File: src/core_pkg.sv
// ----------------------------------------------------------------------
// shared types for the RV32I front end
// one cache line carries fetch_width instructions of xlen bits each
// ----------------------------------------------------------------------

package core_pkg;

  localparam int fetch_width = 4;
  localparam int xlen        = 32;
  localparam int line_width  = fetch_width * xlen;

  typedef struct packed {
    logic [6:0] funct7;
    logic [4:0] rs2;
    logic [4:0] rs1;
    logic [2:0] funct3;
    logic [4:0] rd;
    logic [6:0] opcode;
  } r_type_t;

  typedef struct packed {
    logic [11:0] imm;
    logic [4:0]  rs1;
    logic [2:0]  funct3;
    logic [4:0]  rd;
    logic [6:0]  opcode;
  } i_type_t;

  typedef struct packed {
    logic [6:0] imm_11_5;
    logic [4:0] rs2;
    logic [4:0] rs1;
    logic [2:0] funct3;
    logic [4:0] imm_4_0;
    logic [6:0] opcode;
  } s_type_t;

  typedef struct packed {
    logic       imm_12;
    logic [5:0] imm_10_5;
    logic [4:0] rs2;
    logic [4:0] rs1;
    logic [2:0] funct3;
    logic [3:0] imm_4_1;
    logic       imm_11;
    logic [6:0] opcode;
  } b_type_t;

  typedef struct packed {
    logic [19:0] imm_31_12;
    logic [4:0]  rd;
    logic [6:0]  opcode;
  } u_type_t;

  typedef struct packed {
    logic       imm_20;
    logic [9:0] imm_10_1;
    logic       imm_11;
    logic [7:0] imm_19_12;
    logic [4:0] rd;
    logic [6:0] opcode;
  } j_type_t;

  // all views share the opcode in bits 6:0
  typedef union packed {
    r_type_t r_type;
    i_type_t i_type;
    s_type_t s_type;
    b_type_t b_type;
    u_type_t u_type;
    j_type_t j_type;
  } inst_word_u;

  typedef struct packed {
    logic [xlen-1:0] pc;
    inst_word_u      inst;
  } fb_entry_t;

  typedef enum logic [2:0] {
    alu_reg = 3'd0,
    alu_imm = 3'd1,
    load    = 3'd2,
    store   = 3'd3,
    branch  = 3'd4,
    lui     = 3'd5,
    jal     = 3'd6,
    illegal = 3'd7
  } uop_class_e;

endpackage
File: src/core_frontend.sv
// ----------------------------------------------------------------------
// in-order front end: fetch, fetch buffer and decode
// icache_data_valid means the data belongs to the current icache_addr
// ----------------------------------------------------------------------

`timescale 1ns/1ps

module core_frontend import core_pkg::*; #(
  parameter logic [xlen-1:0] reset_pc = '0,
  parameter int              fb_depth = 8
) (
  input  logic                  clock,
  input  logic                  reset,
  output logic [xlen-1:0]       icache_addr,
  input  logic [line_width-1:0] icache_data,
  input  logic                  icache_data_valid,
  input  logic                  backend_full,
  output logic                  uop_valid,
  output logic [xlen-1:0]       uop_pc,
  output uop_class_e            uop_class,
  output logic [4:0]            uop_rd,
  output logic                  uop_rd_valid,
  output logic [4:0]            uop_rs1,
  output logic [4:0]            uop_rs2,
  output logic [xlen-1:0]       uop_imm
);

  logic                        push;
  fb_entry_t [fetch_width-1:0] push_entries;
  logic                        fb_full;
  fb_entry_t                   head_entry;
  logic                        empty;
  logic                        pop;

  inst_fetch #(
    .reset_pc (reset_pc)
  ) if0 (
    .clock             (clock            ),
    .reset             (reset            ),
    .icache_data       (icache_data      ),
    .icache_data_valid (icache_data_valid),
    .fb_full           (fb_full          ),
    .icache_addr       (icache_addr      ),
    .push              (push             ),
    .push_entries      (push_entries     )
  );

  fetch_buffer #(
    .fb_depth (fb_depth)
  ) fb (
    .clock        (clock       ),
    .reset        (reset       ),
    .push         (push        ),
    .push_entries (push_entries),
    .pop          (pop         ),
    .head_entry   (head_entry  ),
    .empty        (empty       ),
    .fb_full      (fb_full     )
  );

  inst_decode id (
    .clock        (clock       ),
    .reset        (reset       ),
    .backend_full (backend_full),
    .head_entry   (head_entry  ),
    .empty        (empty       ),
    .pop          (pop         ),
    .uop_valid    (uop_valid   ),
    .uop_pc       (uop_pc      ),
    .uop_class    (uop_class   ),
    .uop_rd       (uop_rd      ),
    .uop_rd_valid (uop_rd_valid),
    .uop_rs1      (uop_rs1     ),
    .uop_rs2      (uop_rs2     ),
    .uop_imm      (uop_imm     )
  );

endmodule

File: src/inst_decode.sv
// ----------------------------------------------------------------------
// single-issue RV32I decode, classification and immediates only
// unused register fields read as zero; outputs lag the pop by one cycle
// ----------------------------------------------------------------------

`timescale 1ns/1ps

module inst_decode import core_pkg::*; (
  input  logic            clock,
  input  logic            reset,
  input  logic            backend_full,
  input  fb_entry_t       head_entry,
  input  logic            empty,
  output logic            pop,
  output logic            uop_valid,
  output logic [xlen-1:0] uop_pc,
  output uop_class_e      uop_class,
  output logic [4:0]      uop_rd,
  output logic            uop_rd_valid,
  output logic [4:0]      uop_rs1,
  output logic [4:0]      uop_rs2,
  output logic [xlen-1:0] uop_imm
);

  inst_word_u      inst;
  uop_class_e      cls;
  logic            rd_used;
  logic            rs1_used;
  logic            rs2_used;
  logic [xlen-1:0] imm;

  assign inst = head_entry.inst;

  // take one instruction whenever the back end has room
  assign pop = ~empty & ~backend_full;

  always_comb begin
    cls      = illegal;
    rd_used  = 1'b0;
    rs1_used = 1'b0;
    rs2_used = 1'b0;
    imm      = '0;
    case (inst.r_type.opcode)
      7'b0110011: begin
        cls      = alu_reg;
        rd_used  = 1'b1;
        rs1_used = 1'b1;
        rs2_used = 1'b1;
      end
      7'b0010011: begin
        cls      = alu_imm;
        rd_used  = 1'b1;
        rs1_used = 1'b1;
        imm      = {{20{inst.i_type.imm[11]}}, inst.i_type.imm};
      end
      7'b0000011: begin
        cls      = load;
        rd_used  = 1'b1;
        rs1_used = 1'b1;
        imm      = {{20{inst.i_type.imm[11]}}, inst.i_type.imm};
      end
      7'b0100011: begin
        cls      = store;
        rs1_used = 1'b1;
        rs2_used = 1'b1;
        imm      = {{20{inst.s_type.imm_11_5[6]}}, inst.s_type.imm_11_5,
                    inst.s_type.imm_4_0};
      end
      7'b1100011: begin
        cls      = branch;
        rs1_used = 1'b1;
        rs2_used = 1'b1;
        imm      = {{19{inst.b_type.imm_12}}, inst.b_type.imm_12, inst.b_type.imm_11,
                    inst.b_type.imm_10_5, inst.b_type.imm_4_1, 1'b0};
      end
      7'b0110111: begin
        cls     = lui;
        rd_used = 1'b1;
        imm     = {inst.u_type.imm_31_12, 12'b0};
      end
      7'b1101111: begin
        cls     = jal;
        rd_used = 1'b1;
        imm     = {{11{inst.j_type.imm_20}}, inst.j_type.imm_20, inst.j_type.imm_19_12,
                   inst.j_type.imm_11, inst.j_type.imm_10_1, 1'b0};
      end
      // anything else stays illegal with no destination
      default: begin
        cls = illegal;
      end
    endcase
  end

  always_ff @(posedge clock) begin
    if (reset) begin
      uop_valid <= 1'b0;
    end else begin
      uop_valid <= pop;
    end
  end

  // payload only moves on a pop, so it holds while stalled
  always_ff @(posedge clock) begin
    if (pop) begin
      uop_pc       <= head_entry.pc;
      uop_class    <= cls;
      uop_rd       <= rd_used ? inst.r_type.rd : 5'd0;
      uop_rd_valid <= rd_used & (inst.r_type.rd != 5'd0);
      uop_rs1      <= rs1_used ? inst.r_type.rs1 : 5'd0;
      uop_rs2      <= rs2_used ? inst.r_type.rs2 : 5'd0;
      uop_imm      <= imm;
    end
  end

endmodule

File: src/fetch_buffer.sv
// ----------------------------------------------------------------------
// circular queue, four entries in and one entry out per cycle
// fb_depth must be a power of two of at least 8
// push must not be raised while fb_full is high, nor pop while empty
// ----------------------------------------------------------------------

`timescale 1ns/1ps

module fetch_buffer import core_pkg::*; #(
  parameter int fb_depth = 8
) (
  input  logic                        clock,
  input  logic                        reset,
  input  logic                        push,
  input  fb_entry_t [fetch_width-1:0] push_entries,
  input  logic                        pop,
  output fb_entry_t                   head_entry,
  output logic                        empty,
  output logic                        fb_full
);

  localparam int ptr_w = $clog2(fb_depth);
  localparam int cnt_w = ptr_w + 1;

  fb_entry_t        mem [fb_depth];
  logic [ptr_w-1:0] wr_ptr;
  logic [ptr_w-1:0] rd_ptr;
  logic [cnt_w-1:0] count;
  logic [cnt_w-1:0] push_cnt;
  logic [cnt_w-1:0] pop_cnt;

  assign push_cnt = push ? cnt_w'(fetch_width) : '0;
  assign pop_cnt  = pop ? cnt_w'(1) : '0;

  // pointers and occupancy
  always_ff @(posedge clock) begin
    if (reset) begin
      wr_ptr <= '0;
      rd_ptr <= '0;
      count  <= '0;
    end else begin
      if (push) begin
        wr_ptr <= wr_ptr + ptr_w'(fetch_width);
      end
      if (pop) begin
        rd_ptr <= rd_ptr + ptr_w'(1);
      end
      count <= count + push_cnt - pop_cnt;
    end
  end

  // a line lands in consecutive slots, wrapping at the end
  always_ff @(posedge clock) begin
    if (push) begin
      for (int i = 0; i < fetch_width; i++) begin
        mem[wr_ptr + ptr_w'(i)] <= push_entries[i];
      end
    end
  end

  assign head_entry = mem[rd_ptr];
  assign empty      = (count == '0);

  // full as soon as a whole line no longer fits
  assign fb_full = (count > cnt_w'(fb_depth - fetch_width));

endmodule

File: src/inst_fetch.sv
// ----------------------------------------------------------------------
// sequential fetch only, no branch redirect
// reset_pc must be 16-byte aligned; the cache answers the current address
// ----------------------------------------------------------------------

`timescale 1ns/1ps

module inst_fetch import core_pkg::*; #(
  parameter logic [xlen-1:0] reset_pc = '0
) (
  input  logic                              clock,
  input  logic                              reset,
  input  logic [line_width-1:0]             icache_data,
  input  logic                              icache_data_valid,
  input  logic                              fb_full,
  output logic [xlen-1:0]                   icache_addr,
  output logic                              push,
  output fb_entry_t [fetch_width-1:0]       push_entries
);

  // bytes covered by one line
  localparam logic [xlen-1:0] line_bytes = xlen'(fetch_width * 4);

  // a line is taken only when the buffer can hold all of it
  assign push = icache_data_valid & ~fb_full;

  always_ff @(posedge clock) begin
    if (reset) begin
      icache_addr <= reset_pc;
    end else if (push) begin
      icache_addr <= icache_addr + line_bytes;
    end
  end

  // lowest word of the line is the lowest address
  always_comb begin
    for (int i = 0; i < fetch_width; i++) begin
      push_entries[i].pc   = icache_addr + xlen'(4 * i);
      push_entries[i].inst = icache_data[xlen*i +: xlen];
    end
  end

endmodule

File: config.mk
export PLATFORM = sky130hd
export DESIGN_NAME = core_frontend
export DESIGN_NICKNAME = d
export VERILOG_FILES = /design/src/core_pkg.sv /design/src/core_frontend.sv /design/src/inst_decode.sv /design/src/fetch_buffer.sv /design/src/inst_fetch.sv
export SDC_FILE = /design/constraint.sdc
export NUM_CORES = 1
export LEC_CHECK = 0
export ABC_AREA = 1
export ABC_CLOCK_PERIOD_IN_PS = 8100
export BUFFER_PORTS_ARGS = -buffer_cell sky130_fd_sc_hd__buf_2
export CAP_MARGIN = 0
export CORE_ASPECT_RATIO = 1.1
export CORE_MARGIN = 2
export CORE_UTILIZATION = 52
export DETAILED_ROUTE_END_ITERATION = 16
export GPL_TIMING_DRIVEN = 0
export PLACE_DENSITY = 0.85
export SYNTH_ARGS = -nofsm -noshare
export SYNTH_HDL_FRONTEND = slang
export SYNTH_SLANG_ARGS = --single-unit
File: constraint.sdc
create_clock -name clock -period 8.1 [get_ports clock]
set_input_delay 0.405 -clock clock [delete_from_list [all_inputs] [get_ports clock]]
set_output_delay 0.405 -clock clock [all_outputs]
set_load 0.02 [all_outputs]
==> metrics.log <==
[metrics] antenna violations before repair: 4
[metrics] maximum achievable frequency: 0.3312 GHz
[metrics] first-pass GRT wire length: 65300 um
[metrics] endpoint kind of the worst setup timing path: flip-flop
[metrics] die boundary width: 178.3 um
[metrics] Antenna Violating Nets Remaining: 0
[metrics] utilization of the core after routing: 63.23%
[metrics] vias in the first global route: 12196
[metrics] path class of the lowest-slack min-delay path: primary input to flip-flop
[metrics] CTS tree: yes
[metrics] async set or reset register ratio after synthesis: 0%
[metrics] Syn Std Cell Area: 17380 um^2
[metrics] Hold Violations, Final: 0
[metrics] Post-CTS Setup Inserts: 0
[metrics] Finished Cell Area: 20930 um^2
[metrics] number of buffers added to fix hold violations after cts: 0
[metrics] PostCTS Resize Cnt: 0
[metrics] final count of pins violating max slew: 0
[metrics] Worst R2R Start: fb.count[1]
[metrics] final critical delay including setup and external delays: 3.019 ns
[metrics] length of the first detailed-routing pass in iterations: 6
[metrics] overall power consumption: 7.119 mW
[metrics] clock skew after layout: 0.01875 ns
[metrics] total power divided by cell area: 340.1 nW/um^2
[metrics] Most used DFF post-synth: edfxtp_1
[metrics] Critical-path top delay cell: nor2_4
[metrics] half-perimeter wire length after placement: 29550 um
[metrics] final global-route overflow total: 0
[metrics] placement-stage worst setup slack: 5.087 ns
[metrics] area of the multi-input gates: 3925 um^2
[metrics] leakage power total: 8.513 nW
[metrics] sink of the worst hold path: fb.mem[6][30]
[metrics] relative slew slack: 34.52%
[metrics] critical path's largest stage delay: 0.73 ns
[metrics] Post-synth EDFFs: 393
[metrics] synthesized area per cell: 12.00 um^2
[metrics] post-synthesis sequential area ratio: 72.52%
[metrics] GRT Resource Usage Total: 24.74%
[metrics] CTS buffer count: 44
[metrics] most area-hungry cell type in the Yosys netlist: edfxtp_1
[metrics] slew at the pin closest to its max-slew limit: 0.9822 ns
[metrics] global placer's final weighted congestion: 0.8838
[metrics] count of mapped cells out of synthesis: 1448
[metrics] proportion of netlist area held by the largest area contributor: 67.91%
[metrics] buffer and inverter count on the worst path: 4
[metrics] die area: 34900 um^2
[metrics] post-route fraction of the period consumed by the critical path: 37.27%
[metrics] Layout area overhead: 20.46%
[metrics] Data arrival, critical path: 3.26 ns
[metrics] vias per inst: 5.533
[metrics] Total Nets Final: 1890
[metrics] ranking of synthesized cells by instance count: 416 x nand2_1, 393 x edfxtp_1, 114 x inv_1
[metrics] Setup TNS Final: 0 ns
[metrics] number of sinks driven by the clock tree: 433
[metrics] max-cap check violation count: 0
[metrics] hold path depth: 1
[metrics] count of endpoints failing setup in the final report: 0
[metrics] most used standard cell by instance count after synthesis: nand2_1
[metrics] cells taking the most area after synthesis: edfxtp_1 68%, nand2_1 9.0%, dfxtp_1 4.6%
[metrics] hold wc startpoint: icache_data[94]
[metrics] routed via count: 12283
[metrics] crit-path leading delay family: buffers and inverters
[metrics] remaining design rule violation count: 0
[metrics] WL/cell: 19.39 um
[metrics] Clock Path Buffers: 3
[metrics] count of buffers inserted at the top-level ports: 240
[metrics] largest net degree at the start of global routing: 35
[metrics] clock-pin slew of the registers on the worst-case setup and hold paths: 0.06 ns
[metrics] R2R Setup Slk: 5.08 ns
[metrics] Seq. cell area: 12600 um^2
[metrics] Yosys Warn Count: 0
[metrics] number of flip-flops and latches in the synthesized netlist: 433
[metrics] Most Frequent Cell on Critical Path: buf_12
[metrics] DRT iter0 DRCs: 1390
[metrics] Top-Level Pins: 248
[metrics] fraction of final layout cells with drive strength greater than 1: 21.92%
[metrics] filler instances: 2470
[metrics] insertion delay of the later-clocked pin in the worst-skew pair: 0.55 ns
[metrics] starting density of the core: 52.49%
[metrics] maximum fanout count along the critical path: 32
[metrics] worst IR drop on VDD: 217.7 uV
[metrics] number of different library cells in the post-synthesis netlist: 46
[metrics] WS Path Type: flip-flop to flip-flop
[metrics] critical path required time: 8.35 ns
[metrics] H-tree depth: 2
[metrics] std cell rows: 70
[metrics] Clock Tree Root: clkbuf_16
[metrics] Placed Instance Area: 19460 um^2
[metrics] die span in y: 195.7 um
[metrics] r2r endpoint: fb.mem[2][20]
[metrics] cell breakdown of the critical path: nor2_1 -> o21ai_1 -> clkbuf_1 -> nor2_4 -> buf_12 -> buf_12 -> buf_16
[metrics] Placeable Area: 33110 um^2
[metrics] Worst setup SP type: flip-flop
[metrics] count of cells along the worst register-to-register path: 7
[metrics] post-layout worst setup margin: 5.081 ns
[metrics] outcome: finished, final reports clean
[metrics] sum of routed wire length over all layers: 43050 um
[metrics] RSZ-0062 raised after global routing: no
==> worst max-delay path by stage <==
stage | endpoint | slack [ns] | cells after the start | startpoint
floorplan | fb.mem[0][0] | 0.06 | 5 | icache_data_valid
global placement | fb.mem[0][21] | -3.60 | 6 | icache_data_valid
detailed placement | fb.mem[3][23] | 5.09 | 9 | icache_data_valid
CTS | fb.mem[2][20] | 5.09 | 7 | fb.count[1]
global route | fb.mem[2][20] | 4.93 | 7 | fb.count[1]
finish | fb.mem[2][20] | 5.08 | 7 | fb.count[1]
==> layout by cell type, fill, tap and decap left out, types with 2 or more instances in the layout <==
master	n
a21oi_1	62
a31oi_1	4
a32o_1	31
buf_1	10
buf_12	9
buf_16	4
buf_2	262
buf_4	13
buf_6	13
bufinv_16	6
clkbuf_1	24
clkbuf_16	46
clkinv_1	5
conb_1	6
dfxtp_1	40
diode_2	4
edfxtp_1	393
ha_1	5
inv_1	114
inv_2	5
inv_6	4
nand2_1	416
nand2_2	6
nand2_4	2
nand3_1	73
nand3_2	3
nand4_1	7
nor2_1	96
nor2_2	2
nor2_4	6
nor3_1	13
o21ai_0	46
o21ai_1	18
o221ai_1	5
o22ai_1	8
or2_1	2
xor2_1	5
==> metal layers <==
layer  vias to the layer above  wire length [um]  GRT usage [%]
met3                       130              3961          4.554
met5                         -                 0              0
li1                       5617                 -              -
met2                       696             21380          42.71
met1                      5840             15870          30.69
met4                         0              1840          10.27
==> flip-flops by register name, indices dropped and copies added, names as in the netlist, named ones only <==
name	cells
fb.count	4
fb.head_entry	2
fb.mem	312
fb.rd_ptr	3
fb.wr_ptr	1
id.uop_class	3
id.uop_imm	32
id.uop_pc	30
id.uop_rd	5
id.uop_rd_valid	1
id.uop_rs1	5
id.uop_rs2	5
id.uop_valid	1
if0.icache_addr	28
==> cells by family (layout without fill, tap and decap cells) <==
kind of cell	after synthesis	count (layout)	share of synthesized area, %
AO/OA/AOI/OAI	183	183	6.545
XOR/XNOR	6	6	0.3024
adder cells (fa/ha/maj)	6	6	0.4752
buffers and inverters	189	520	5.177
flip-flops	433	433	72.52
other	1	10	0.02158
AND/OR/NAND/NOR	630	630	14.96
==> power by group <==
group	internal [mW]	switching [mW]	total, mW
Sequential	2.98	0.136	3.11
Combinational	0.606	1.34	1.95
Clock	1.24	0.818	2.06
Total	4.82	2.29	7.12
==> per-stage QoR <==
stage / instances / hold slack (ns)
floorplan: 1453 / 0.4309
global placement: 2125 / 0.4444
detailed placement: 2138 / 0.4520
CTS: 2216 / 0.02541
global route: 2220 / 0.02985
finish: 2220 / 0.04452
==> layout make-up <==
type | count | share of cell area [%]
Sequential cell | 433 | 60.20
Multi-Input combinational cell | 831 | 18.75
Timing Repair Buffer | 253 | 7.125
Clock buffer | 61 | 5.816
Tap cell | 432 | 2.582
Inverter | 120 | 2.176
Buffer | 69 | 2.122
Clock inverter | 17 | 1.178
Antenna cell | 4 | 0.04782
No activity file was read; power rests on OpenSTA's default activity.
